<file path="src/rtl/spi_target.sv">
`timescale 1ns/1ns

module spi_target (
  input  logic       CLK,
  input  logic       resetn,
  input  logic       sck,
  input  logic       cs,
  input  logic       copi,
  output logic       cipo,
  output logic [7:0] rx_byte,
  output logic       rx_strobe,
  output logic       frame_start,
  output logic       frame_end,
  input  logic [7:0] tx_byte
);

  logic [2:0] sck_q;                                // Two sync flops plus history
  logic [2:0] cs_q;
  logic [1:0] copi_q;
  logic       sck_rise;
  logic       sck_fall;
  logic       cs_fall;
  logic       cs_rise;
  logic       cs_active;
  logic [2:0] bit_cnt;
  logic [7:0] rx_shift;
  logic [7:0] tx_shift;

  assign sck_rise  = (sck_q[2:1] == 2'b01);
  assign sck_fall  = (sck_q[2:1] == 2'b10);
  assign cs_fall   = (cs_q[2:1] == 2'b10);
  assign cs_rise   = (cs_q[2:1] == 2'b01);
  assign cs_active = !cs_q[1];
  assign cipo      = tx_shift[7];                   // MSB first

  always_ff @(posedge CLK) begin
    if (!resetn) begin
      sck_q       <= '0;
      cs_q        <= '1;                            // Deselected
      copi_q      <= '0;
      bit_cnt     <= '0;
      tx_shift    <= '0;
      rx_strobe   <= 1'b0;
      frame_start <= 1'b0;
      frame_end   <= 1'b0;
    end else begin
      sck_q       <= {sck_q[1:0], sck};
      cs_q        <= {cs_q[1:0], cs};
      copi_q      <= {copi_q[0], copi};
      frame_start <= cs_fall;
      frame_end   <= cs_rise;
      rx_strobe   <= 1'b0;
      if (cs_rise) begin
        bit_cnt <= '0;
      end else if (cs_active && sck_rise) begin
        bit_cnt   <= bit_cnt + 3'd1;
        rx_strobe <= (bit_cnt == 3'd7);             // Eighth bit in
      end
      // Reply bits change on falling SCK, new byte once the counter wraps
      if (cs_fall) begin
        tx_shift <= tx_byte;
      end else if (cs_active && sck_fall) begin
        if (bit_cnt == 3'd0) begin
          tx_shift <= tx_byte;
        end else begin
          tx_shift <= {tx_shift[6:0], 1'b0};
        end
      end
    end
  end

  always_ff @(posedge CLK) begin
    if (cs_active && sck_rise) begin
      rx_shift <= {rx_shift[6:0], copi_q[1]};
      if (bit_cnt == 3'd7) begin
        rx_byte <= {rx_shift[6:0], copi_q[1]};
      end
    end
  end

endmodule

</file>
<file path="config.mk">
export PLATFORM = sky130hd
export DESIGN_NAME = spi_target
export DESIGN_NICKNAME = d
export VERILOG_FILES = /design/src/rtl/spi_target.sv
export SDC_FILE = /design/constraint.sdc
export NUM_CORES = 1
export LEC_CHECK = 0
export BUFFER_PORTS_ARGS = -buffer_cell sky130_fd_sc_hd__buf_2
export CORE_AREA = 2 2 52 54
export CTS_CLUSTER_DIAMETER = 50
export DETAILED_ROUTE_END_ITERATION = 8
export DIE_AREA = 0 0 54 56
export GPL_TIMING_DRIVEN = 0
export PLACE_DENSITY = 0.88
export SLEW_MARGIN = 20
export SYNTH_ARGS = -nofsm -noshare
export SYNTH_HDL_FRONTEND = slang
export SYNTH_SLANG_ARGS = --single-unit
export TNS_END_PERCENT = 30
</file>
<file path="constraint.sdc">
create_clock -name CLK -period 3.2 [get_ports CLK]
set_clock_uncertainty 0.05 [all_clocks]
set_input_delay 0.48 -clock CLK [delete_from_list [all_inputs] [get_ports CLK]]
set_output_delay 0.48 -clock CLK [all_outputs]
set_load 0.02 [all_outputs]
</file>
==> results.toml <==
[yosys]
synth_common_cells = "22 x dfxtp_1, 15 x edfxtp_1, 8 x a21oi_1, 8 x mux2i_1"
synth_warnings = 0
synthDistinctLibCells = 23
synthFlopType = "dfxtp_1"
async_flop_share_pct = 0
netlist_area_sq_um = 1295
synth_edf_count = 15
ys_seq_area_share_pct = 68.79
yosysMostFrequentCell = "dfxtp_1"
yosys.area.top_type_share_pct = 34.78
synthCells = 96
synthTopCellsByArea = "edfxtp_1 35%, dfxtp_1 34%, mux2i_1 6.2%"
syn_nets = 112
synth_seq_cells = 37
syn_avg_cell_area_sq_um = 13.49
synth_top_area_cell = "edfxtp_1"

[power_and_ir_drop]
peakVddDrop_uv = 376.3
sequentialPowerShare_pct = 64.6
leakagePower_nw = 0.6630
p_per_area_nw_per_um2 = 516.4
power_switching_share_pct = 20.19
power_frac_comb_pct = 4.2
clkPwrFrac_pct = 31.2
power.total_mw = 0.7805
p_int_mw = 0.6229
p_sw_mw = 0.1576

[worst_setup_path]
start_kind = "flip-flop"
r2r_end = "rx_byte[0]"
crit_path_end_kind = "flip-flop"
crit_path_max_fanout = 12
worstSetupPathType = "reg2reg"
reg2reg_depth = 2
arrival_ns = 1.72
r2r_slack_ns = 1.43
reg2reg_from = "cs_q[1]"
cp.required_ns = 3.16

[sta]
setup_viol = 0
rsz0062_at_grt = "false"
fmax_mhz = 565.8
worstMarginPinSlew_ns = 0.5784
post-route-period-util_pct = 55.23
period_minus_slack_ns = 1.767
hold_violations = 0
tns_ns = 0
slew_violations = 0
hold_ws_ns = 0.2820
slew_headroom_pct = 61.40

[clock_network]
cts_buffers = 5
insertion_delay_ns = 0.33
htreeDepth = 2
hold_buffers = 0
cts_root_buffer = "clkbuf_4"
clk_path_buf_depth = 2
cts.clk_slew.worst_paths_ns = 0.09
clock_sinks = 37
cts_resized = 0
cts_tree = "built"
post_cts_buffers = 0

[placed_design]
numPortBuffers = 24
place_congestion = 0.6935
post-dp-hpwl_um = 1473

[flow_run]
maxCapViolCount = 0

[routing]
vias = 806
drt_wl_total_um = 2026
via_per_inst = 5.101
route.detailed.drc = 0
ant_nets = 0
first_pass_iters = 4
dr.first_iter.drc_count = 13
routedWlPerCell_um = 12.82

[global_route]
antenna_found_initial = 0
grt_pass1_vias = 816
gr-usage-all-layers_pct = 15.53
grt_max_degree = 13
grt-ovfl-total = 0
grt_pass1_wl_um = 3325

[cells_and_area]
drive_above_1_share_pct = 28.13
antenna_cells = 0
syn2layout_area_growth_pct = 16.72
nNetsFinal = 143

[floorplanning]
rows = 18
dieArea_sq_um = 3024
fp.dieH_um = 56
ios = 25
dieWidth_um = 54
core_sq_um = 2432
start_util_pct = 53.24

[worst_hold_path]
min_path_type = "in2reg"
hp-start = "cs"
hold_path_end = "cs_q[0]"
holdPathStages = 2

[run_status]
run_status = "finished clean"
-- area by class of cell --
type	count	area (sq um)
Clock buffer	8	58.81
Buffer	2	15.01
Timing Repair Buffer	24	120.1
Inverter	5	18.77
Tap cell	30	37.54
Sequential cell	37	890.9
Fill cell	210	920.9
Multi-Input combinational cell	52	370.4
-- per-layer routing --
| metal | vias up | global-route usage, % | share of wire [%] |
|---|---|---|---|
| met5 | - | 0 | 0 |
| met3 | 5 | 5.914 | 7.6 |
| met1 | 376 | 15.49 | 39 |
| met4 | 0 | 8.571 | 1.7 |
| li1 | 397 | - | - |
| met2 | 28 | 26.48 | 52 |
-- registers in the layout, indices dropped and copies added (netlist names) --
signal	count
tx_shift	8
rx_shift	7
rx_byte	8
rx_strobe	1
sck_q	3
bit_cnt	3
copi_q	2
frame_end	1
cs_q	3
frame_start	1
-- worst max path at each step --
stage	start	endpoint	slack, ns	cells after the start
floorplan	cs_q[1]	rx_byte[0]	1.64	2
global placement	cs_q[1]	rx_byte[0]	1.49	2
detailed placement	cs_q[1]	rx_byte[2]	1.40	2
CTS	cs_q[1]	rx_byte[2]	1.39	2
global route	cs_q[1]	rx_byte[3]	1.30	2
finish	cs_q[1]	rx_byte[0]	1.43	2
-- stage by stage --
step / instance area, sq um / setup slack, ns / cells / util, %
global route: 1511 / 1.304 / 158 / 62.14
finish: 1511 / 1.433 / 158 / 62.14
floorplan: 1295 / 1.637 / 96 / -
global placement: 1453 / 1.487 / 150 / 59.72
detailed placement: 1453 / 1.404 / 150 / 59.72
CTS: 1511 / 1.385 / 158 / 62.14
-- logic make-up (layout without fill, tap and decap cells) --
family                   count (synthesis)  in the layout  share of synthesized area, %
AND/OR/NAND/NOR                         21             21                         9.855
adder cells (fa/ha/maj)                  3              3                         2.899
XOR/XNOR                                 1              1                        0.6765
flip-flops                              37             37                         68.79
multiplexers                             8              8                         6.184
AO/OA/AOI/OAI                           19             19                         8.986
buffers and inverters                    7             39                         2.608
-- power by group through the flow --
| stage | clock, mW | combinational [mW] | sequential [mW] |
|---|---|---|---|
| after floorplan | 0 | 0.0188 | 0.515 |
| after global placement | 0 | 0.0317 | 0.514 |
| after detailed placement | 0 | 0.0332 | 0.515 |
| after CTS | 0.254 | 0.0333 | 0.504 |
| after global routing | 0.270 | 0.0370 | 0.505 |
| final | 0.243 | 0.0329 | 0.504 |
-- critical path, cell delays in order, from the launching register on --
cell     delay, ns
dfxtp_1       0.41
nor3b_4       0.55
and2_1        0.42
-- placed cells by master, fill, tap and decap left out, types with 3 or more instances in the layout --
master and n:
a21oi_1 8, and2_1 6, buf_2 24, clkbuf_1 3, clkbuf_4 5, dfxtp_1 22
edfxtp_1 15, ha_1 3, inv_1 4, mux2i_1 8, nand2b_1 4, nor2_1 6
o21ai_0 4, o21ai_1 4
Note: power is estimated with default switching activity, not from simulation.
