### config.mk
export PLATFORM = sky130hd
export DESIGN_NAME = move_buffer
export DESIGN_NICKNAME = d
export VERILOG_FILES = /design/src/rtl/rap_pkg.sv /design/src/rtl/move_buffer.sv
export SDC_FILE = /design/constraint.sdc
export NUM_CORES = 1
export LEC_CHECK = 0
export BUFFER_PORTS_ARGS = -buffer_cell sky130_fd_sc_hd__buf_2
export CAP_MARGIN = 20
export CORE_MARGIN = 5
export CORE_UTILIZATION = 40
export CTS_CLUSTER_DIAMETER = 80
export DETAILED_ROUTE_END_ITERATION = 7
export SYNTH_ARGS = -nofsm -noshare
export SYNTH_HDL_FRONTEND = slang
export SYNTH_SLANG_ARGS = --single-unit
### constraint.sdc
create_clock -name CLK -period 9.3 [get_ports CLK]
set_input_delay 0.93 -clock CLK [delete_from_list [all_inputs] [get_ports CLK]]
set_output_delay 0.93 -clock CLK [all_outputs]
set_load 0.01 [all_outputs]
### src/rtl/rap_pkg.sv
package rap_pkg;

  // Motor and queue sizing
  localparam int motor_count = 2;
  localparam int motor_bits = $clog2(motor_count);
  localparam int queue_depth = 4;
  localparam int queue_ptr_bits = 2;
  localparam int count_bits = 3;                    // Holds 0 to queue_depth

  // Move datapath widths
  localparam int rate_bits = 16;
  localparam int duration_bits = 16;

  // Command framing
  localparam int move_arg_bytes = 6;
  localparam int arg_buf_bits = 8 * (move_arg_bytes - 1);

  // Reset stretcher counter width
  localparam int reset_stretch_bits = 8;

  typedef enum logic [7:0] {
    cmd_nop         = 8'h00,
    cmd_set_enable  = 8'h01,                        // 1 byte, enable mask
    cmd_queue_move  = 8'h02,                        // 6 bytes, see decoder
    cmd_read_status = 8'h03,                        // 1 dummy byte, reply out
    cmd_halt_all    = 8'h04
  } cmd_e;

  typedef struct packed {
    logic                     dir;
    logic [rate_bits-1:0]     increment;            // Added per cycle
    logic [duration_bits-1:0] duration;             // In CLK cycles
  } move_t;

  typedef struct packed {
    logic                  wr_en;
    logic [motor_bits-1:0] motor;
    move_t                 move;
  } move_write_t;

  typedef struct packed {
    logic                  req;
    logic [motor_bits-1:0] motor;
  } move_read_req_t;

  typedef struct packed {
    logic                  valid;
    logic [motor_bits-1:0] motor;                   // Owner of this response
    move_t                 move;
  } move_read_rsp_t;

endpackage

### src/rtl/move_buffer.sv
`timescale 1ns/1ns

module move_buffer (
  input  logic                                                     CLK,
  input  logic                                                     resetn,
  input  rap_pkg::move_write_t                                     wr,
  input  logic                                                     flush,
  input  rap_pkg::move_read_req_t                                  rd_req,
  output rap_pkg::move_read_rsp_t                                  rd_rsp,
  output logic [rap_pkg::motor_count-1:0][rap_pkg::count_bits-1:0] fill_count
);

  import rap_pkg::*;

  move_t                                        mem [motor_count*queue_depth];
  logic [motor_count-1:0][queue_ptr_bits-1:0]   head;
  logic [motor_count-1:0][queue_ptr_bits-1:0]   tail;
  logic [motor_count-1:0]                       wr_sel;
  logic [motor_count-1:0]                       rd_sel;
  logic                                         wr_ok;
  logic                                         rd_ok;
  logic                                         rsp_valid;
  logic [motor_bits-1:0]                        rsp_motor;
  move_t                                        rsp_move;

  assign wr_ok = wr.wr_en && !flush
                 && (fill_count[wr.motor] != count_bits'(queue_depth));   // Full drops
  assign rd_ok = rd_req.req && !flush && (fill_count[rd_req.motor] != '0);

  assign rd_rsp = '{valid: rsp_valid, motor: rsp_motor, move: rsp_move};

  always_comb begin
    wr_sel = '0;
    rd_sel = '0;
    wr_sel[wr.motor]     = wr_ok;
    rd_sel[rd_req.motor] = rd_ok;
  end

  always_ff @(posedge CLK) begin
    if (!resetn) begin
      head       <= '0;
      tail       <= '0;
      fill_count <= '0;
      rsp_valid  <= 1'b0;
    end else if (flush) begin
      head       <= '0;                             // Empties every queue
      tail       <= '0;
      fill_count <= '0;
      rsp_valid  <= 1'b0;
    end else begin
      rsp_valid <= rd_ok;
      for (int m = 0; m < motor_count; m++) begin
        if (wr_sel[m]) begin
          tail[m] <= tail[m] + 1'b1;                // Wraps at queue_depth
        end
        if (rd_sel[m]) begin
          head[m] <= head[m] + 1'b1;
        end
        if (wr_sel[m] && !rd_sel[m]) begin
          fill_count[m] <= fill_count[m] + 1'b1;
        end else if (!wr_sel[m] && rd_sel[m]) begin
          fill_count[m] <= fill_count[m] - 1'b1;
        end
      end
    end
  end

  // Slot address is motor index over ring pointer
  always_ff @(posedge CLK) begin
    if (wr_ok) begin
      mem[{wr.motor, tail[wr.motor]}] <= wr.move;
    end
    if (rd_ok) begin
      rsp_motor <= rd_req.motor;
      rsp_move  <= mem[{rd_req.motor, head[rd_req.motor]}];
    end
  end

endmodule

==> metrics.yaml <==
cts_buffers: 31
wirelength_microns: 23100
worstMarginPinSlew_ns: 0.983
antenna_found_initial: 3
holdPathStages: 2
io_buffers: 80
outcome: "completed"
power_mw: 2.83
grt_usage_pct: 14.0
crit_path_end_kind: "flip-flop"
finalHoldViolCount: 0
relSlewSlack_pct: 34.5
rr_worst_depth: 8
row_count: 63
slew_violations: 0
grtUsageMet3_pct: 3.05
fin_crit_sh_pct: 30.6
finalSetupViolCount: 0
critPathMaxFanout: 41
hold_class: "flip-flop to flip-flop"
yosys.area.top_type: "edfxtp_1"
fill_cells: 2452
initial_core_util_pct: 40.3
path_class: "input pin to flip-flop"
clk_pin_slew_ns: 0.06
syn_inst: 587
overflow: 0
grt_setup_unrepaired: "no"
syn-num-nets: 631
grt_util_met2_pct: 25.1
setup_tns_ns: 0
synthFlopType: "edfxtp_1"
synth_async_sr_flop_share_pct: 0
cts.repair.resized: 0
postCtsSetupBuffers: 0
routedWlPerCell_microns: 21.1
switchingPower_uw: 560
p_int_mw: 2.27
dr.pass1.iters: 4
synth_xor_area_share_pct: 0.296
holdWs_ns: 0.491
synthAdderAreaFrac_pct: 0.549
diodes: 0
power.share.combinational_pct: 2.8
syn_area_sq_um: 11800
slowest_delay_ns: 0.73
synthSimpleGateAreaFrac_pct: 3.22
ir_worst_vdd_uv: 128
h-tree-depth: 1
post-route-min-period_ns: 2.85
synth_edf_count: 298
yosys_warnings: 0
timing.fmax_ghz: 0.351
busiest_layer: "met2"
grt_use_met1_pct: 17.4
synth_top_area_share_pct: 75.6
synth_top_family_by_area: "multiplexers"
worstPathRequired_ns: 9.78
path_cells: "buf_2 > inv_1 > or3_1 > ha_1 > inv_1 > fa_1 > xor2_1 > or3_1 > a21oi_1"
drive_above_1_share_pct: 24.9
final_cell_area_sq_um: 13700
slowest_stage: "buf_2"
yosys_register_bits: 313
clkLatencyLatePin_ns: 0.55
drt_drc_violations_left: 0
core_area_sq_um: 29400
clkPwrFrac_pct: 42.0
critPathLaunchType: "input pin"
syn2layout_area_growth_pct: 15.8
syn_area_per_cell_sq_um: 20.2
worst-path-buf-inv: 3
p_seq_share_pct: 55.3
power_leakage_nw: 4.36
dpl_cell_area_sq_um: 12700
pin_count: 81
clock_path_buffers: 3
power_density_nw_per_um2: 207
routed_via_density: 5.14
swShare_pct: 19.8
r2r_slack_ns: 6.78
synth_mux_area_share_pct: 12.8
endpoint: "fill_count[5]"
cts_root_buffer: "clkbuf_16"
num_vias: 5637
grt_pass1_wl_microns: 35700
synth_area_leaders: "edfxtp_1 76%, mux2i_1 6.0%, mux4_1 3.8%"
yosysSeqAreaShare_pct: 78.1
maxCapViolations: 0
place_hpwl_microns: 13000
num-nets-final: 727
gp_congestion: 0.763
cp_num_cells: 9
die_h_microns: 182
cts_sinks: 313
startpoint: "rd_req[0]"
r2r_end: "fill_count[5]"
die-area_sq_um: 33100
grt_max_degree: 42
arrival_ns: 3.33
path_delay_family: "buffers and inverters"
cts_tree: "yes"
holdBufCountCts: 0
drt-initial-drc-count: 356
synth_compound_area_share_pct: 3.27
skew_ns: 0.0103
postRouteAntennaNets: 0
yosysUniqueCellTypes: 39
crit-reg2reg-launch: "fill_count[4]"
grt_pass1_vias: 6089
fp.dieW_microns: 182
-- metrics by stage --
step | util [%] | setup slack, ns | std cells
detailed placement | 43.2 | 5.58 | 1038
finish | 46.6 | 6.45 | 1097
global route | 46.6 | 6.28 | 1097
floorplan | - | 2.26 | 587
CTS | 46.6 | 6.16 | 1095
global placement | 43.2 | 5.64 | 1038
-- power groups by stage --
| stage | Sequential, mW | Clock (mW) | Combinational, mW |
|---|---|---|---|
| 5_1_grt | 1.57 | 1.28 | 0.0877 |
| 3_5_place_dp | 1.60 | 0 | 0.0796 |
| 6_report | 1.57 | 1.19 | 0.0785 |
| 3_3_place_gp | 1.59 | 0 | 0.0757 |
| 2_1_floorplan | 1.60 | 0 | 0.0361 |
| 4_1_cts | 1.57 | 1.22 | 0.0797 |
-- worst min-delay path, delay by kind of cell, from the launching register on --
kind            cells  cell delay, ns
compound gates      2            0.12
flops               1            0.32
-- final cells by class --
type / instances / area [sq um] / share of cell area [%]
Clock buffer: 40 / 830 / 6.05
Clock inverter: 17 / 155 / 1.13
Inverter: 6 / 22.5 / 0.164
Multi-Input combinational cell: 237 / 2450 / 17.9
Sequential cell: 313 / 9260 / 67.5
Tap cell: 390 / 488 / 3.56
Timing Repair Buffer: 94 / 509 / 3.71
-- worst min path at each step --
stage	end	start
2_1_floorplan	head[1]	head[1]
3_3_place_gp	tail[2]	tail[2]
3_5_place_dp	tail[2]	tail[2]
4_1_cts	tail[2]	tail[2]
5_1_grt	tail[2]	tail[2]
6_report	tail[0]	tail[0]
-- cell usage after synthesis, types with 6 or more instances --
cell type,number
mux4_2,16
buf_2,14
clkbuf_1,9
nor2_1,8
inv_1,6
mux2i_1,71
nand2b_1,6
mux4_1,17
o221ai_1,33
dfxtp_1,15
edfxtp_1,298
nand2_1,39
-- layout by cell type (no fill, tap or decap), types with 3 or more instances in the layout --
cell type	instances
edfxtp_1	298
nand2b_1	6
or4_1	3
or3_1	4
o221ai_1	33
inv_1	6
nor2_1	4
nand2_1	38
clkinvlp_4	5
dfxtp_1	12
clkinv_2	8
xor2_1	4
o31ai_1	3
nor3_1	4
mux4_1	17
clkbuf_1	7
buf_4	13
buf_2	80
nor2_4	4
a21oi_1	5
clkbuf_16	31
mux2i_1	71
mux4_2	16
-- kinds of logic after synthesis --
group,Yosys count
xor gates and xnor gates,4
adders and majority gates,4
AOI/OAI and AO/OA,48
muxes,104
DFF,313
buffers and inverters,37
and+or+nand+nor,77
-- metal layers --
metal  routed length [microns]  vias to the layer above  share of wire, %
met2                     12000                      129                52
met1                      9400                     2873                41
met3                      1360                       32               5.9
li1                          -                     2597                 -
met4                       327                        6               1.4
met5                        37                        -              0.16
-- registers in the layout, indices dropped and copies added, names as in the netlist --
register    cells
rsp_valid       1
rsp_motor       1
head            4
rd_rsp         33
tail            4
fill_count      6
mem           264
(Power assumes the default switching activity.)
