File: config.mk
export PLATFORM = sky130hd
export DESIGN_NAME = command_decoder
export DESIGN_NICKNAME = d
export VERILOG_FILES = /design/src/rtl/rap_pkg.sv /design/src/rtl/command_decoder.sv
export SDC_FILE = /design/constraint.sdc
export NUM_CORES = 1
export LEC_CHECK = 0
export BUFFER_PORTS_ARGS = -buffer_cell sky130_fd_sc_hd__buf_2
export CORE_ASPECT_RATIO = 0.6
export CORE_MARGIN = 10
export CORE_UTILIZATION = 56
export CTS_BUF_LIST = sky130_fd_sc_hd__clkbuf_4 sky130_fd_sc_hd__clkbuf_8
export DETAILED_ROUTE_END_ITERATION = 8
export PLACE_DENSITY = 0.82
export SKIP_LAST_GASP = 1
export SLEW_MARGIN = 10
export SYNTH_ARGS = -nofsm -noshare
export SYNTH_HDL_FRONTEND = slang
export SYNTH_SLANG_ARGS = --single-unit
File: constraint.sdc
create_clock -name CLK -period 3.9 [get_ports CLK]
set_clock_uncertainty 0.05 [all_clocks]
set_input_delay 0.195 -clock CLK [delete_from_list [all_inputs] [get_ports CLK]]
set_output_delay 0.195 -clock CLK [all_outputs]
set_load 0.005 [all_outputs]
File: src/rtl/rap_pkg.sv
package rap_pkg;

  // Motor and queue sizing
  localparam int motor_count = 2;
  localparam int motor_bits = $clog2(motor_count);
  localparam int queue_depth = 4;
  localparam int queue_ptr_bits = 2;
  localparam int count_bits = 3;                    // Holds 0 to queue_depth

  // Move datapath widths
  localparam int rate_bits = 16;
  localparam int duration_bits = 16;

  // Command framing
  localparam int move_arg_bytes = 6;
  localparam int arg_buf_bits = 8 * (move_arg_bytes - 1);

  // Reset stretcher counter width
  localparam int reset_stretch_bits = 8;

  typedef enum logic [7:0] {
    cmd_nop         = 8'h00,
    cmd_set_enable  = 8'h01,                        // 1 byte, enable mask
    cmd_queue_move  = 8'h02,                        // 6 bytes, see decoder
    cmd_read_status = 8'h03,                        // 1 dummy byte, reply out
    cmd_halt_all    = 8'h04
  } cmd_e;

  typedef struct packed {
    logic                     dir;
    logic [rate_bits-1:0]     increment;            // Added per cycle
    logic [duration_bits-1:0] duration;             // In CLK cycles
  } move_t;

  typedef struct packed {
    logic                  wr_en;
    logic [motor_bits-1:0] motor;
    move_t                 move;
  } move_write_t;

  typedef struct packed {
    logic                  req;
    logic [motor_bits-1:0] motor;
  } move_read_req_t;

  typedef struct packed {
    logic                  valid;
    logic [motor_bits-1:0] motor;                   // Owner of this response
    move_t                 move;
  } move_read_rsp_t;

endpackage

File: src/rtl/command_decoder.sv
`timescale 1ns/1ns

module command_decoder (
  input  logic                                                   CLK,
  input  logic                                                   resetn,
  input  logic [7:0]                                             rx_byte,
  input  logic                                                   rx_strobe,
  input  logic                                                   frame_start,
  input  logic                                                   frame_end,
  output logic [7:0]                                             tx_byte,
  output rap_pkg::move_write_t                                   wr,
  output logic                                                   flush,
  output logic [rap_pkg::motor_count-1:0]                        en_mask,
  input  logic [rap_pkg::motor_count-1:0][rap_pkg::count_bits-1:0] fill_count
);

  import rap_pkg::*;

  typedef enum logic [1:0] {
    st_idle,                                        // No frame, or frame ignored
    st_opcode,
    st_args,
    st_reply
  } state_e;

  state_e                  state;
  cmd_e                    op;
  logic [2:0]              byte_cnt;
  logic [arg_buf_bits-1:0] arg_buf;
  logic [7:0]              status_byte;
  logic                    wr_stb;
  logic [motor_bits-1:0]   wr_motor;
  move_t                   wr_move;
  logic                    last_arg;

  assign wr = '{wr_en: wr_stb, motor: wr_motor, move: wr_move};
  assign last_arg = (byte_cnt == 3'(move_arg_bytes - 1));

  // One nibble of fill count per motor
  always_comb begin
    status_byte = '0;
    for (int m = 0; m < motor_count; m++) begin
      status_byte[4*m +: 4] = 4'(fill_count[m]);
    end
  end

  always_ff @(posedge CLK) begin
    if (!resetn) begin
      state    <= st_idle;
      op       <= cmd_nop;
      byte_cnt <= '0;
      tx_byte  <= '0;
      wr_stb   <= 1'b0;
      flush    <= 1'b0;
      en_mask  <= '0;
    end else begin
      wr_stb <= 1'b0;
      flush  <= 1'b0;
      if (frame_start) begin
        state    <= st_opcode;
        byte_cnt <= '0;
      end else if (frame_end) begin
        state   <= st_idle;
        tx_byte <= '0;
      end else if (rx_strobe) begin
        case (state)
          st_opcode: begin
            byte_cnt <= '0;
            op       <= cmd_e'(rx_byte);
            case (cmd_e'(rx_byte))
              cmd_nop:         state <= st_opcode;
              cmd_set_enable:  state <= st_args;
              cmd_queue_move:  state <= st_args;
              cmd_read_status: begin
                tx_byte <= status_byte;             // Goes out on the dummy byte
                state   <= st_reply;
              end
              cmd_halt_all:    flush <= 1'b1;
              default:         state <= st_idle;    // Drop rest of frame
            endcase
          end
          st_args: begin
            byte_cnt <= byte_cnt + 3'd1;
            if (op == cmd_set_enable) begin
              en_mask <= rx_byte[motor_count-1:0];
              state   <= st_opcode;
            end else if (last_arg) begin
              wr_stb <= 1'b1;
              state  <= st_opcode;
            end
          end
          st_reply: begin
            tx_byte <= '0;
            state   <= st_opcode;
          end
          default: state <= st_idle;
        endcase
      end
    end
  end

  // Byte order: motor, dir, inc hi, inc lo, dur hi, dur lo
  always_ff @(posedge CLK) begin
    if (rx_strobe && state == st_args) begin
      arg_buf <= {arg_buf[arg_buf_bits-9:0], rx_byte};
      if (last_arg) begin
        wr_motor         <= arg_buf[32 +: motor_bits];
        wr_move.dir      <= arg_buf[24];
        wr_move.increment <= arg_buf[23:8];
        wr_move.duration <= {arg_buf[7:0], rx_byte};
      end
    end
  end

endmodule

==> results_dict.tcl <==
set metrics [dict create \
    status "finished, final reports clean" \
    synth_top_family_by_area "simple AND/OR/NAND/NOR gates" \
    p_sw_mw 0.3277 \
    setup_viol 0 \
    synthMuxAreaShare_pct 5.667 \
    netSwitchingFraction_pct 19.05 \
    dieArea_mm2 0.008787 \
    wl_um 5530 \
    fill_cells 340 \
    peakVddDrop_mv 0.3699 \
    drc_errors 0 \
    worst-setup-path-type "flop to flop" \
    syn-mean-instance-area_um2 15.80 \
    cts_buffers 9 \
    antenna_found_initial 0 \
    drt-initial-drc-count 93 \
    synth_edf_count 60 \
    num_antenna_cells 0 \
    yosysSeqAreaShare_pct 75.33 \
    ant_nets 0 \
    slew_headroom_pct 46.08 \
    drive_gt1_share_pct 31.82 \
    hold_class "input pin to flop" \
    min_period_over_period_pct 55.14 \
    required_ns 4.13 \
    grt-ovfl-total 0 \
    cts-root-buf "clkbuf_8" \
    setup_tns_ns 0 \
    max_freq_mhz 465.0 \
    postCtsResizedCells 0 \
    dp_hpwl_um 3960 \
    cts_tree "yes" \
    via_per_inst 5.248 \
    yosys.cell_types.count 37 \
    crit_fanout 6 \
    die_x_um 114.5 \
    core_mm2 0.005130 \
    cts.sinks 83 \
    drv_cap 0 \
    synthFlopType "edfxtp_1" \
    power_frac_comb_pct 3.0 \
    ys_warn_count 0 \
    die_y_um 76.72 \
    grt_max_degree 36 \
    synth_compound_gate_area_share_pct 2.917 \
    grt_pass1_vias 1805 \
    crit_path_start_kind "flop" \
    multi_input_area_um2 680.7 \
    num_rows 20 \
    cpPeakStageDelay_ns 0.49 \
    post-cts-setup-buffers 0 \
    synth_fa_ha_area_share_pct 2.500 \
    hold_viol_final 0 \
    clock_latency_ns 0.36 \
    power_density_mw_per_mm2 475.8 \
    crit_chain "inv_1, ha_1, or4b_4, or3_4, a21oi_4, mux2i_1" \
    p_int_mw 1.393 \
    synthSimpleGateAreaFrac_pct 11.04 \
    start_util_pct 58.54 \
    grtUsageTotal_pct 12.87 \
    htree_levels 3 \
    synthesis.area_mm2 0.003003 \
    ys_ff_latch 83 \
    rsz0062_at_grt "false" \
    routed-via-count 1732 \
    grt_pass1_wl_um 8949 \
    ios 65 \
    slew_viol_final 0 \
    synth-xor-area-share_pct 0.2917 \
    p_leak_nw 1.341 \
    hold_buffers 0 \
    clk_pin_slew_ns 0.09 \
    dr.pass1.iters 4 \
    clock_path_buffers 2 \
    seq_power_share_pct 54.7 \
    routedWlPerCell_um 16.76 \
    gp_congestion 0.8082 \
    layout.area.seq_mm2 0.002262 \
    worst-endpoint-arrival_ns 2.38 \
    endpoint_kind "flop" \
    port_buffers 62 \
    final_cells 330 \
    dp.cells 314 \
    min_period_ns 2.151 \
    async_flop_share_pct 0 \
    final_net_count 284 \
    worstMarginPinSlew_ns 0.8044 \
    netlist_instances 190 \
    crit_path_top_delay_cell "or4b_4" \
    p_clk_share_pct 42.3 \
    area_growth_pct 20.42 \
]
[cells in the final DEF, fill, tap and decap left out, types with 3 or more instances in the layout]
cell / count
a21oi_1: 3
buf_2: 62
bufinv_16: 3
clkbuf_8: 9
dfxtp_1: 23
edfxtp_1: 60
ha_1: 6
inv_1: 6
mux2i_1: 17
nand2_1: 10
nand3_1: 8
nor2_1: 8
nor2b_1: 10
nor3_1: 3
nor4b_1: 3
o21ai_0: 3
[through the flow]
step | setup WS (ns) | area, um2 | total power [mW] | util [%] | hold slack [ns]
3_3_place_gp | 1.825 | 3373 | 1.011 | 65.76 | 0.3507
2_1_floorplan | 1.161 | 3007 | 0.9885 | - | 0.2205
4_1_cts | 1.744 | 3616 | 1.733 | 70.49 | 0.01342
3_5_place_dp | 1.763 | 3373 | 1.013 | 65.76 | 0.3557
6_report | 1.749 | 3616 | 1.720 | 70.49 | 0.02609
5_1_grt | 1.589 | 3616 | 1.773 | 70.49 | 0.02891
[Yosys cell counts, drive strengths merged (2+ instances only)]
library cell,instances,area [um2]
edfxtp,60,1802
dfxtp,23,460.4
mux2i,17,170.2
nand2,10,37.54
nor2b,10,62.56
nand3,8,40.04
nor2,8,30.03
ha,6,75.07
inv,6,22.52
a21oi,4,31.28
buf,4,30.03
nor3,4,25.02
clkbuf,3,11.26
nor4b,3,26.28
o21ai,3,15.01
nor4,2,12.51
or3,2,17.52
or4,2,16.27
[critical path: cells and delay by family, from the launching register on]
family	cells	cell delay, ns
adder cells (fa/ha/maj)	1	0.21
flip-flops	1	0.33
AND/OR/NAND/NOR	2	0.88
AO/OA/AOI/OAI	1	0.29
buffers and inverters	1	0.10
multiplexers	1	0.22
[cell families (layout without fill, tap and decap cells)]
logic type	Yosys count	in the layout
other	1	2
multiplexers	17	17
adder cells (fa/ha/maj)	6	6
XOR/XNOR	1	1
AO/OA/AOI/OAI	12	12
buffers and inverters	13	86
flip-flops	83	83
AND/OR/NAND/NOR	57	57
[state kept, by name, summed over array words and instances (netlist names)]
name / cells
arg_buf: 26
byte_cnt: 3
en_mask: 2
flush: 1
op: 8
state: 2
tx_byte: 6
wr: 33
wr_motor: 1
wr_stb: 1
[final timing paths]
check               end   startpoint  depth (start not counted)  slack, ns
max          tx_byte[2]     state[1]                          6       1.75
min               wr[2]   rx_byte[2]                          1       0.03
max reg2reg  tx_byte[2]     state[1]                          6       1.75
min reg2reg      wr[28]  arg_buf[20]                          0       0.37
[metal layers]
| metal | up-vias | global-route usage, % | routed length (um) |
|---|---|---|---|
| met4 | 0 | 5.237 | 51 |
| met5 | - | 0 | 0 |
| met1 | 832 | 15.69 | 2446 |
| met3 | 6 | 5.983 | 463 |
| li1 | 840 | - | - |
| met2 | 54 | 19.22 | 2568 |
[power by group through the flow]
| stage | Sequential (mW) | Combinational (mW) | Clock (mW) |
|---|---|---|---|
| 2_1_floorplan | 0.961 | 0.0272 | 0 |
| 3_3_place_gp | 0.961 | 0.0498 | 0 |
| 3_5_place_dp | 0.961 | 0.0511 | 0 |
| 4_1_cts | 0.941 | 0.0516 | 0.740 |
| 5_1_grt | 0.942 | 0.0574 | 0.774 |
| 6_report | 0.941 | 0.0515 | 0.728 |
[layout make-up]
class	count	area share, %
clock inverters	6	3.080
well taps	66	2.284
inverters	6	0.6228
clock buffers	10	3.633
multi-input cells	95	18.82
repair buffers	64	8.997
flip-flops and latches	83	62.56
No activity file was read; power rests on OpenSTA's default activity.
