$ cat src/rtl/rap_pkg.sv
package rap_pkg;

  // Motor and queue sizing
  localparam int motor_count = 2;
  localparam int motor_bits = $clog2(motor_count);
  localparam int queue_depth = 4;
  localparam int queue_ptr_bits = 2;
  localparam int count_bits = 3;                    // Holds 0 to queue_depth

  // Move datapath widths
  localparam int rate_bits = 16;
  localparam int duration_bits = 16;

  // Command framing
  localparam int move_arg_bytes = 6;
  localparam int arg_buf_bits = 8 * (move_arg_bytes - 1);

  // Reset stretcher counter width
  localparam int reset_stretch_bits = 8;

  typedef enum logic [7:0] {
    cmd_nop         = 8'h00,
    cmd_set_enable  = 8'h01,                        // 1 byte, enable mask
    cmd_queue_move  = 8'h02,                        // 6 bytes, see decoder
    cmd_read_status = 8'h03,                        // 1 dummy byte, reply out
    cmd_halt_all    = 8'h04
  } cmd_e;

  typedef struct packed {
    logic                     dir;
    logic [rate_bits-1:0]     increment;            // Added per cycle
    logic [duration_bits-1:0] duration;             // In CLK cycles
  } move_t;

  typedef struct packed {
    logic                  wr_en;
    logic [motor_bits-1:0] motor;
    move_t                 move;
  } move_write_t;

  typedef struct packed {
    logic                  req;
    logic [motor_bits-1:0] motor;
  } move_read_req_t;

  typedef struct packed {
    logic                  valid;
    logic [motor_bits-1:0] motor;                   // Owner of this response
    move_t                 move;
  } move_read_rsp_t;

endpackage

$ cat src/rtl/step_generator.sv
`timescale 1ns/1ns

module step_generator (
  input  logic                            CLK,
  input  logic                            resetn,
  input  logic [rap_pkg::motor_bits-1:0]  index,
  input  logic                            enable,
  input  logic                            halt,
  input  logic                            queue_nonempty,
  output rap_pkg::move_read_req_t         rd_req,
  input  rap_pkg::move_read_rsp_t         rd_rsp,
  output logic                            step,
  output logic                            dir,
  output logic                            idle
);

  import rap_pkg::*;

  typedef enum logic [1:0] {
    gen_idle,
    gen_fetch,                                      // Waiting for the move memory
    gen_run
  } gen_state_e;

  gen_state_e               state;
  logic [rate_bits-1:0]     increment;
  logic [rate_bits-1:0]     acc;
  logic [rate_bits:0]       sum;
  logic [duration_bits-1:0] remaining;
  logic                     rsp_hit;
  logic                     start_req;

  assign rsp_hit   = rd_rsp.valid && (rd_rsp.motor == index);
  assign start_req = (state == gen_idle) && enable && queue_nonempty && !halt;

  // Request drops as soon as our response shows up
  assign rd_req.req   = start_req || ((state == gen_fetch) && !rsp_hit && !halt);
  assign rd_req.motor = index;

  assign sum  = {1'b0, acc} + {1'b0, increment};
  assign step = (state == gen_run) && sum[rate_bits];   // Carry out of the accumulator
  assign idle = (state == gen_idle);

  always_ff @(posedge CLK) begin
    if (!resetn) begin
      state <= gen_idle;
      dir   <= 1'b0;
    end else if (halt) begin
      state <= gen_idle;
    end else begin
      case (state)
        gen_idle: begin
          if (start_req) begin
            state <= gen_fetch;
          end
        end
        gen_fetch: begin
          if (rsp_hit) begin
            dir <= rd_rsp.move.dir;
            if (rd_rsp.move.duration == '0) begin
              state <= gen_idle;                    // Empty move, nothing to run
            end else begin
              state <= gen_run;
            end
          end
        end
        gen_run: begin
          if (remaining == duration_bits'(1)) begin
            state <= gen_idle;
          end
        end
        default: state <= gen_idle;
      endcase
    end
  end

  always_ff @(posedge CLK) begin
    if (state == gen_fetch && rsp_hit) begin
      acc       <= '0;                              // Fresh phase per move
      increment <= rd_rsp.move.increment;
      remaining <= rd_rsp.move.duration;
    end else if (state == gen_run) begin
      acc       <= sum[rate_bits-1:0];
      remaining <= remaining - 1'b1;
    end
  end

endmodule

$ cat config.mk
export PLATFORM = sky130hd
export DESIGN_NAME = step_generator
export DESIGN_NICKNAME = d
export VERILOG_FILES = /design/src/rtl/rap_pkg.sv /design/src/rtl/step_generator.sv
export SDC_FILE = /design/constraint.sdc
export NUM_CORES = 1
export LEC_CHECK = 0
export ABC_AREA = 1
export BUFFER_PORTS_ARGS = -buffer_cell sky130_fd_sc_hd__clkbuf_2
export CAP_MARGIN = 20
export CORE_ASPECT_RATIO = 1.75
export CORE_MARGIN = 2
export CORE_UTILIZATION = 50
export DETAILED_ROUTE_END_ITERATION = 8
export PLACE_DENSITY = 0.82
export SLEW_MARGIN = 20
export SYNTH_ARGS = -nofsm -noshare
export SYNTH_HDL_FRONTEND = slang
export SYNTH_SLANG_ARGS = --single-unit
export TNS_END_PERCENT = 5
$ cat constraint.sdc
create_clock -name CLK -period 2.1 [get_ports CLK]
set_clock_uncertainty 0.1 [all_clocks]
set_input_delay 0.42 -clock CLK [delete_from_list [all_inputs] [get_ports CLK]]
set_output_delay 0.42 -clock CLK [all_outputs]
set_load 0.05 [all_outputs]
==> metrics, run 1 <==
Crit-path slowest cell=sky130_fd_sc_hd__edfxtp_1; number of clock buffers inserted by TritonCTS=5; Die X=65.6 um; mean instance size in the synthesized netlist=7.40 sq um; Net Sw Frac=26.7%; buffer count from post-CTS setup fixing=0; count of final hold-check violations=0; most used standard cells in the synthesized netlist=129 x sky130_fd_sc_hd__nand2_1, 79 x sky130_fd_sc_hd__inv_1, 44 x sky130_fd_sc_hd__nor2_1, 32 x sky130_fd_sc_hd__edfxtp_1, 29 x sky130_fd_sc_hd__nand3_1; total internal power=1.93 mW; WL/cell=12.7 um; hpwl dp=5850 um; IO buf count=45; global router's overall resource usage=22.8%; worst-case clock buffer depth=2; Remaining Overflow, GRT=0; number of max-slew violations in the final report=0; maximum fanout along the worst path=2; clock power share=35.1%; Synth top area share=28.9%; fraction of final layout cells with drive strength greater than 1=20.5%; highest ir drop seen on vdd=619 uV; dominant cell by count in the synthesized netlist=sky130_fd_sc_hd__nand2_1; fill cell total of the finished layout=559; cts-stage hold buffer count=0; # diodes=0; Crit path required time=1.58 ns; clock latency on the worst-skew pair=0.30 ns; Finished Cell Area=4080 sq um; area of the mapped netlist=3320 sq um; CP Class=reg -> out; effective utilization at floorplan=51.2%; fraction of the cycle the final worst path needs=118%; part of the total power dissipated in sequential elements=43.1%; combinational share of power=21.8%; Mapped Nets=509; Util after Layout=62.8%; type of destination of the critical path=output pin; Clock Sinks=51; complex-gate fraction of the synthesized area=9.04%; setup repair after global routing missed its margin=true; fraction of synthesized area in multiplexers=0%; CTS tree=done; placed insts=597; leak pwr=2.09 nW; pin count of the biggest net entering global routing=28; CTS clk-pin slew, worst paths=0.06 ns; cell types occupying the most area after synthesis=sky130_fd_sc_hd__edfxtp_1 29%, sky130_fd_sc_hd__nand2_1 15%, sky130_fd_sc_hd__dfxtp_1 11%; area leader, netlist=sky130_fd_sc_hd__edfxtp_1; portion of the post-synthesis area used by sequential elements=40.4%; weighted congestion reported at the end of routability-driven placement=0.973; share of synthesized registers carrying an async set or reset=0%; pre-CTS worst setup slack=-0.305 ns; class of the worst hold path=in -> reg; via count of the first global-routing pass=3,049; clock period minus worst slack=2.48 ns; first-pass GRT wire length=12,800 um; Total Nets Final=582; endpoints failing setup=1; Die Area=7340 sq um; Worst Hold Launch=rd_rsp[31]; switching power summed over all nets=0.705 mW; total iterations of the first detailed-routing run=4; count of standard-cell rows=39; cell repeated most along the worst path=sky130_fd_sc_hd__nand3_2; number of standard cells in the layout, taps in and fillers out=605; flip-flop and latch count after synthesis=51; arithmetic-cell share of the synthesized area counting full adders, half adders and majority gates=7.38%; worst slew slack as a fraction of its limit=77.5%; I/O pin count=46; H-tree Lvls=2; Final Routed Wirelength=7710 um; DRT antenna net count=0; Die H=112 um; worst path arrival time=1.96 ns; max cap viols=0; Max Freq=404 MHz; failing checks=negative setup slack; PD cells=647 nW/um^2; leading register cell type out of synthesis=sky130_fd_sc_hd__edfxtp_1; category of the worst setup path launch point=register; number of antenna violations at the first check in global routing=0; vias after detailed routing=3,058; routed vias/inst=5.05; simple-gate share of the synthesized area=28.5%; number of flops mapped to enable cells by yosys=32; startpoint of the worst setup timing path=increment[0]$_DFFE_PP_; Post-Synth XOR/XNOR Area=3.95%; total DRC errors in the routed layout=0; library cell used as clock root buffer=sky130_fd_sc_hd__clkbuf_16; list of cells traversed by the critical path=ha_2 -> fa_2 -> nand3_2 -> nand3_2 -> nand3_2 -> nand3_2 -> a21oi_2 -> nor2_1 -> clkbuf_8; startpoint of the lowest-slack register-to-register path=increment[0]$_DFFE_PP_; number of buffers and inverters on the critical path=1; max incr delay on CP=0.37 ns; Worst Slack Setup Final=-0.377 ns; core footprint=6490 sq um; minimum hold slack=0.196 ns; Mapped Cells=449; combinational family with the most area after synthesis=simple AND/OR/NAND/NOR gates; initial drt markers=151; area after detailed placement=3840 sq um; worst slew pin tran=0.335 ns; family with the most delay on the worst path=adder cells; area added between synthesis and finish=22.7%; count of yosys warnings during synthesis=0; run status=finished with violations; distinct cell type count after synthesis=35
## sequential cells by signal, indices dropped and copies added (netlist names)
register	cells
remaining	16
state	2
dir	1
increment	16
acc	16
## power groups by stage
stage	combinational [mW]	clock, mW	sequential [mW]
after floorplan	0.349	0	1.15
after global placement	0.533	0	1.15
after detailed placement	0.550	0	1.16
after CTS	0.563	0.944	1.13
after global routing	0.656	0.963	1.14
final	0.575	0.926	1.14
## through the flow
stage | power [mW] | setup TNS (ns)
4_1_cts | 2.64 | -0.371
6_report | 2.64 | -0.377
5_1_grt | 2.76 | -0.443
3_5_place_dp | 1.71 | -0.305
3_3_place_gp | 1.69 | -0.227
2_1_floorplan | 1.50 | -0.244
## area by class of cell
class / count / area [sq um] / share of cell area (%)
Multi-Input combinational cell: 309 / 1690 / 41.4
Sequential cell: 51 / 1340 / 32.9
Timing Repair Buffer: 73 / 469 / 11.5
Inverter: 82 / 310 / 7.61
Clock buffer: 7 / 133 / 3.25
Tap cell: 82 / 103 / 2.52
Clock inverter: 1 / 30.0 / 0.737
## cell families after synthesis
group           Yosys count
flops                    51
fa+ha+maj                19
compound gates           53
simple gates            222
xor+xnor                 15
buf+inv                  89
## routing by layer
metal  wire, um  GRT usage, %  up-vias
met5          0             0        -
met4        247          11.3        0
met3        300          4.14       19
met2       4380          43.8       78
met1       2790          22.1     1392
li1           -             -     1569
## cells in the final DEF, fill, tap and decap left out, types with 3 or more instances in the layout
master | Yosys | final
sky130_fd_sc_hd__nor2_1 | 44 | 42
sky130_fd_sc_hd__buf_4 | 2 | 26
sky130_fd_sc_hd__o21ai_1 | 3 | 3
sky130_fd_sc_hd__nand2_1 | 129 | 128
sky130_fd_sc_hd__o211ai_1 | 4 | 4
sky130_fd_sc_hd__clkbuf_2 | 0 | 44
sky130_fd_sc_hd__dfxtp_1 | 19 | 19
sky130_fd_sc_hd__edfxtp_1 | 32 | 32
sky130_fd_sc_hd__ha_1 | 18 | 15
sky130_fd_sc_hd__nand2_2 | 2 | 3
sky130_fd_sc_hd__nand3_1 | 29 | 25
sky130_fd_sc_hd__nand3_2 | 2 | 6
sky130_fd_sc_hd__nor2_2 | 2 | 4
sky130_fd_sc_hd__nor3_1 | 4 | 4
sky130_fd_sc_hd__nand4_1 | 5 | 5
sky130_fd_sc_hd__xnor2_1 | 4 | 4
sky130_fd_sc_hd__xor2_1 | 11 | 11
sky130_fd_sc_hd__clkbuf_16 | 0 | 5
sky130_fd_sc_hd__o21ai_2 | 3 | 3
sky130_fd_sc_hd__inv_1 | 79 | 79
sky130_fd_sc_hd__o21ai_0 | 20 | 20
sky130_fd_sc_hd__a21oi_1 | 17 | 15
## final timing paths
| path | to | slack [ns] | cells past startpoint |
|---|---|---|---|
| setup reg to reg | acc[8]$_SDFFE_PP0P_ | 0.10 | 10 |
| setup / recovery | step | -0.38 | 9 |
| hold / removal | increment[15]$_DFFE_PP_ | 0.20 | 1 |
| hold reg to reg | dir$_SDFFE_PN0P_ | 0.38 | 2 |
## timing repair
action | in CTS | in global routing
endpoints found under the setup margin | 1 | 2
gates resized for setup | 10 | 3
pin swaps | 1 | 0
Note: power is estimated with default switching activity, not from simulation.
==> run 2, diff against run 1 <==
==> constraint.sdc (replaced) <==
create_clock -name CLK -period 3.2 [get_ports CLK]
set_clock_uncertainty 0.1 [all_clocks]
set_input_delay 0.64 -clock CLK [delete_from_list [all_inputs] [get_ports CLK]]
set_output_delay 0.64 -clock CLK [all_outputs]
set_load 0.05 [all_outputs]
==> metrics, run 2 (synthesized netlist as in run 1, its figures left out) <==
Die H=112 um (unchanged); via count of the first global-routing pass=2,995 (-1.8%); Final Routed Wirelength=7270 um (-5.7%); WL/cell=12.6 um (-1.3%); I/O pin count=46 (unchanged); Max Freq=336 MHz; hold worst-path end=acc[6]$_SDFFE_PP0P_; Clock Sinks=51 (unchanged); fraction of the cycle the final worst path needs=93.1%; Total Nets Final=555 (-4.6%); category of the worst setup path launch point=register; leading cell type in the layout, fill and taps excluded=sky130_fd_sc_hd__nand2_1; H-tree Lvls=2 (unchanged); area added between synthesis and finish=12.8%; worst slew pin tran=0.754 ns (+0.419 ns); total iterations of the first detailed-routing run=4 (unchanged); weighted congestion reported at the end of routability-driven placement=0.898 (-7.8%); quantity of gates resized following cts=0 (-10); Die Area=7340 sq um (unchanged); top library cells by usage in the layout, fill and taps aside=129 x sky130_fd_sc_hd__nand2_1, 79 x sky130_fd_sc_hd__inv_1, 45 x sky130_fd_sc_hd__clkbuf_2, 44 x sky130_fd_sc_hd__nor2_1, 32 x sky130_fd_sc_hd__edfxtp_1; setup tns final=0 ns (+0.377 ns); largest registers ranked by flip-flop count=acc (16), increment (16), remaining (16); switching power summed over all nets=0.429 mW (-39%); capture instance of the worst register-to-register path=acc[8]$_SDFFE_PP0P_; CTS clk-pin slew, worst paths=0.06 ns (about the same); minimum hold slack=0.414 ns (+0.218 ns); worst slew slack as a fraction of its limit=49.7% (-28 points); endpoints failing setup=0 (-1); number of antenna violations at the first check in global routing=0 (unchanged); CTS tree=done; Net Sw Frac=27.5% (+0.73 points); run status=complete, no violations; hpwl dp=5520 um (-5.8%); maximum fanout along the worst path=4 (+2); pin count of the biggest net entering global routing=40 (+43%); library cell used as clock root buffer=sky130_fd_sc_hd__clkbuf_16; count of final hold-check violations=0 (unchanged); pre-CTS worst setup slack=0.545 ns (+0.850 ns); PD cells=417 nW/um^2 (-36%); Remaining Overflow, GRT=0 (unchanged); clock period minus worst slack=2.98 ns; type of destination of the critical path=output pin; number of max-slew violations in the final report=0 (unchanged); startpoint of the lowest-slack register-to-register path=increment[0]$_DFFE_PP_; buffer count from post-CTS setup fixing=0 (unchanged); first-pass GRT wire length=12,500 um (-2.6%); total internal power=1.13 mW (-41%); fill cell total of the finished layout=589 (+5.4%); number of clock buffers inserted by TritonCTS=5 (unchanged); CP Class=reg -> out; class of the worst hold path=reg -> reg; DRT antenna net count=0 (unchanged); core footprint=6490 sq um (unchanged); # diodes=0 (unchanged); total DRC errors in the routed layout=0 (unchanged); Crit path required time=2.46 ns (+0.88 ns); initial drt markers=117 (-23%); vias after detailed routing=2,923 (-4.4%); worst-case clock buffer depth=2 (unchanged); routed vias/inst=5.06 (about the same); leak pwr=1.93 nW (-7.7%); worst path arrival time=2.24 ns (+0.28 ns); Reg2Reg Setup Slack=1.15 ns (+1.05 ns); Worst Slack Setup Final=0.222 ns (+0.599 ns); combinational share of power=19.9% (-1.9 points); clock power share=32.5% (-2.6 points); highest ir drop seen on vdd=360 uV (-42%); effective utilization at floorplan=51.2% (unchanged); max cap viols=0 (unchanged); part of the total power dissipated in sequential elements=47.6% (+4.5 points); count of standard-cell rows=39 (unchanged); Cells on Worst Hold Path=2 (+1); Worst Hold Launch=acc[6]$_SDFFE_PP0P_; cts-stage hold buffer count=0 (unchanged); global router's overall resource usage=21.9% (-0.85 points); fraction of final layout cells with drive strength greater than 1=13.5% (-7.0 points); Die X=65.6 um (unchanged); setup repair after global routing missed its margin=false; Worst Reg2Reg Path Length in Cells=9 (-1); IO buf count=45 (unchanged); clock latency on the worst-skew pair=0.29 ns (about the same)
[run 2: changes by cell type in the layout (fill, tap and decap cells not counted), moves of 3 or more]
cell and delta:
sky130_fd_sc_hd__buf_4 -25, sky130_fd_sc_hd__ha_1 +3, sky130_fd_sc_hd__nand3_1 +4, sky130_fd_sc_hd__nand3_2 -4
[run 2: power groups by stage]
stage	clock (mW)	sequential [mW]	combinational (mW)
after global placement	0	0.756	0.298
after global routing	0.541	0.746	0.358
final	0.509	0.744	0.310
after CTS	0.527	0.744	0.309
after floorplan	0	0.754	0.229
after detailed placement	0	0.757	0.305
[run 2: worst max-delay path, stage by stage, from the launching register on]
cell,delay [ns]
sky130_fd_sc_hd__edfxtp_1,0.37
sky130_fd_sc_hd__ha_1,0.23
sky130_fd_sc_hd__fa_1,0.42
sky130_fd_sc_hd__nand3_1,0.11
sky130_fd_sc_hd__nand3_1,0.15
sky130_fd_sc_hd__nand3_1,0.13
sky130_fd_sc_hd__nand3_1,0.10
sky130_fd_sc_hd__a21oi_1,0.14
sky130_fd_sc_hd__nor2_1,0.05
sky130_fd_sc_hd__clkbuf_2,0.24
[run 2: how the worst max path moves through the flow]
stage	startpoint	endpoint	slack, ns	depth (start not counted)
after global routing	increment[0]$_DFFE_PP_	step	0.1	9
after CTS	increment[0]$_DFFE_PP_	step	0.23	9
after detailed placement	increment[0]$_DFFE_PP_	step	0.55	9
after global placement	increment[0]$_DFFE_PP_	step	0.56	9
final	increment[0]$_DFFE_PP_	step	0.22	9
after floorplan	state[1]$_SDFFE_PP0P_	rd_req[1]	0.33	3
[run 2: routing by layer]
| layer | wire length [um] | global-route usage (%) | vias to the layer above | share of wire, % |
|---|---|---|---|---|
| met5 | 0 | 0 | - | 0 |
| met4 | 297 | 12.2 | 0 | 4.1 |
| met3 | 270 | 3.33 | 23 | 3.7 |
| met2 | 4040 | 41.3 | 82 | 55 |
| met1 | 2670 | 21.9 | 1298 | 37 |
| li1 | - | - | 1520 | - |
[run 2: final cells by class]
class | instances | area (sq um) | area share [%]
Sequential cell | 51 | 1340 | 35.8
Multi-Input combinational cell | 309 | 1620 | 43.3
Timing Repair Buffer | 46 | 233 | 6.21
Inverter | 82 | 310 | 8.28
Clock buffer | 6 | 129 | 3.44
Tap cell | 82 | 103 | 2.74
Clock inverter | 2 | 8.76 | 0.234
[run 2: stage by stage]
step / instances / area [sq um] / util [%] / power (mW)
3_5_place_dp: 570 / 3610 / 55.6 / 1.06
2_1_floorplan: 449 / 3320 / - / 0.983
3_3_place_gp: 570 / 3610 / 55.6 / 1.05
4_1_cts: 578 / 3750 / 57.8 / 1.58
5_1_grt: 578 / 3750 / 57.8 / 1.65
6_report: 578 / 3750 / 57.8 / 1.56
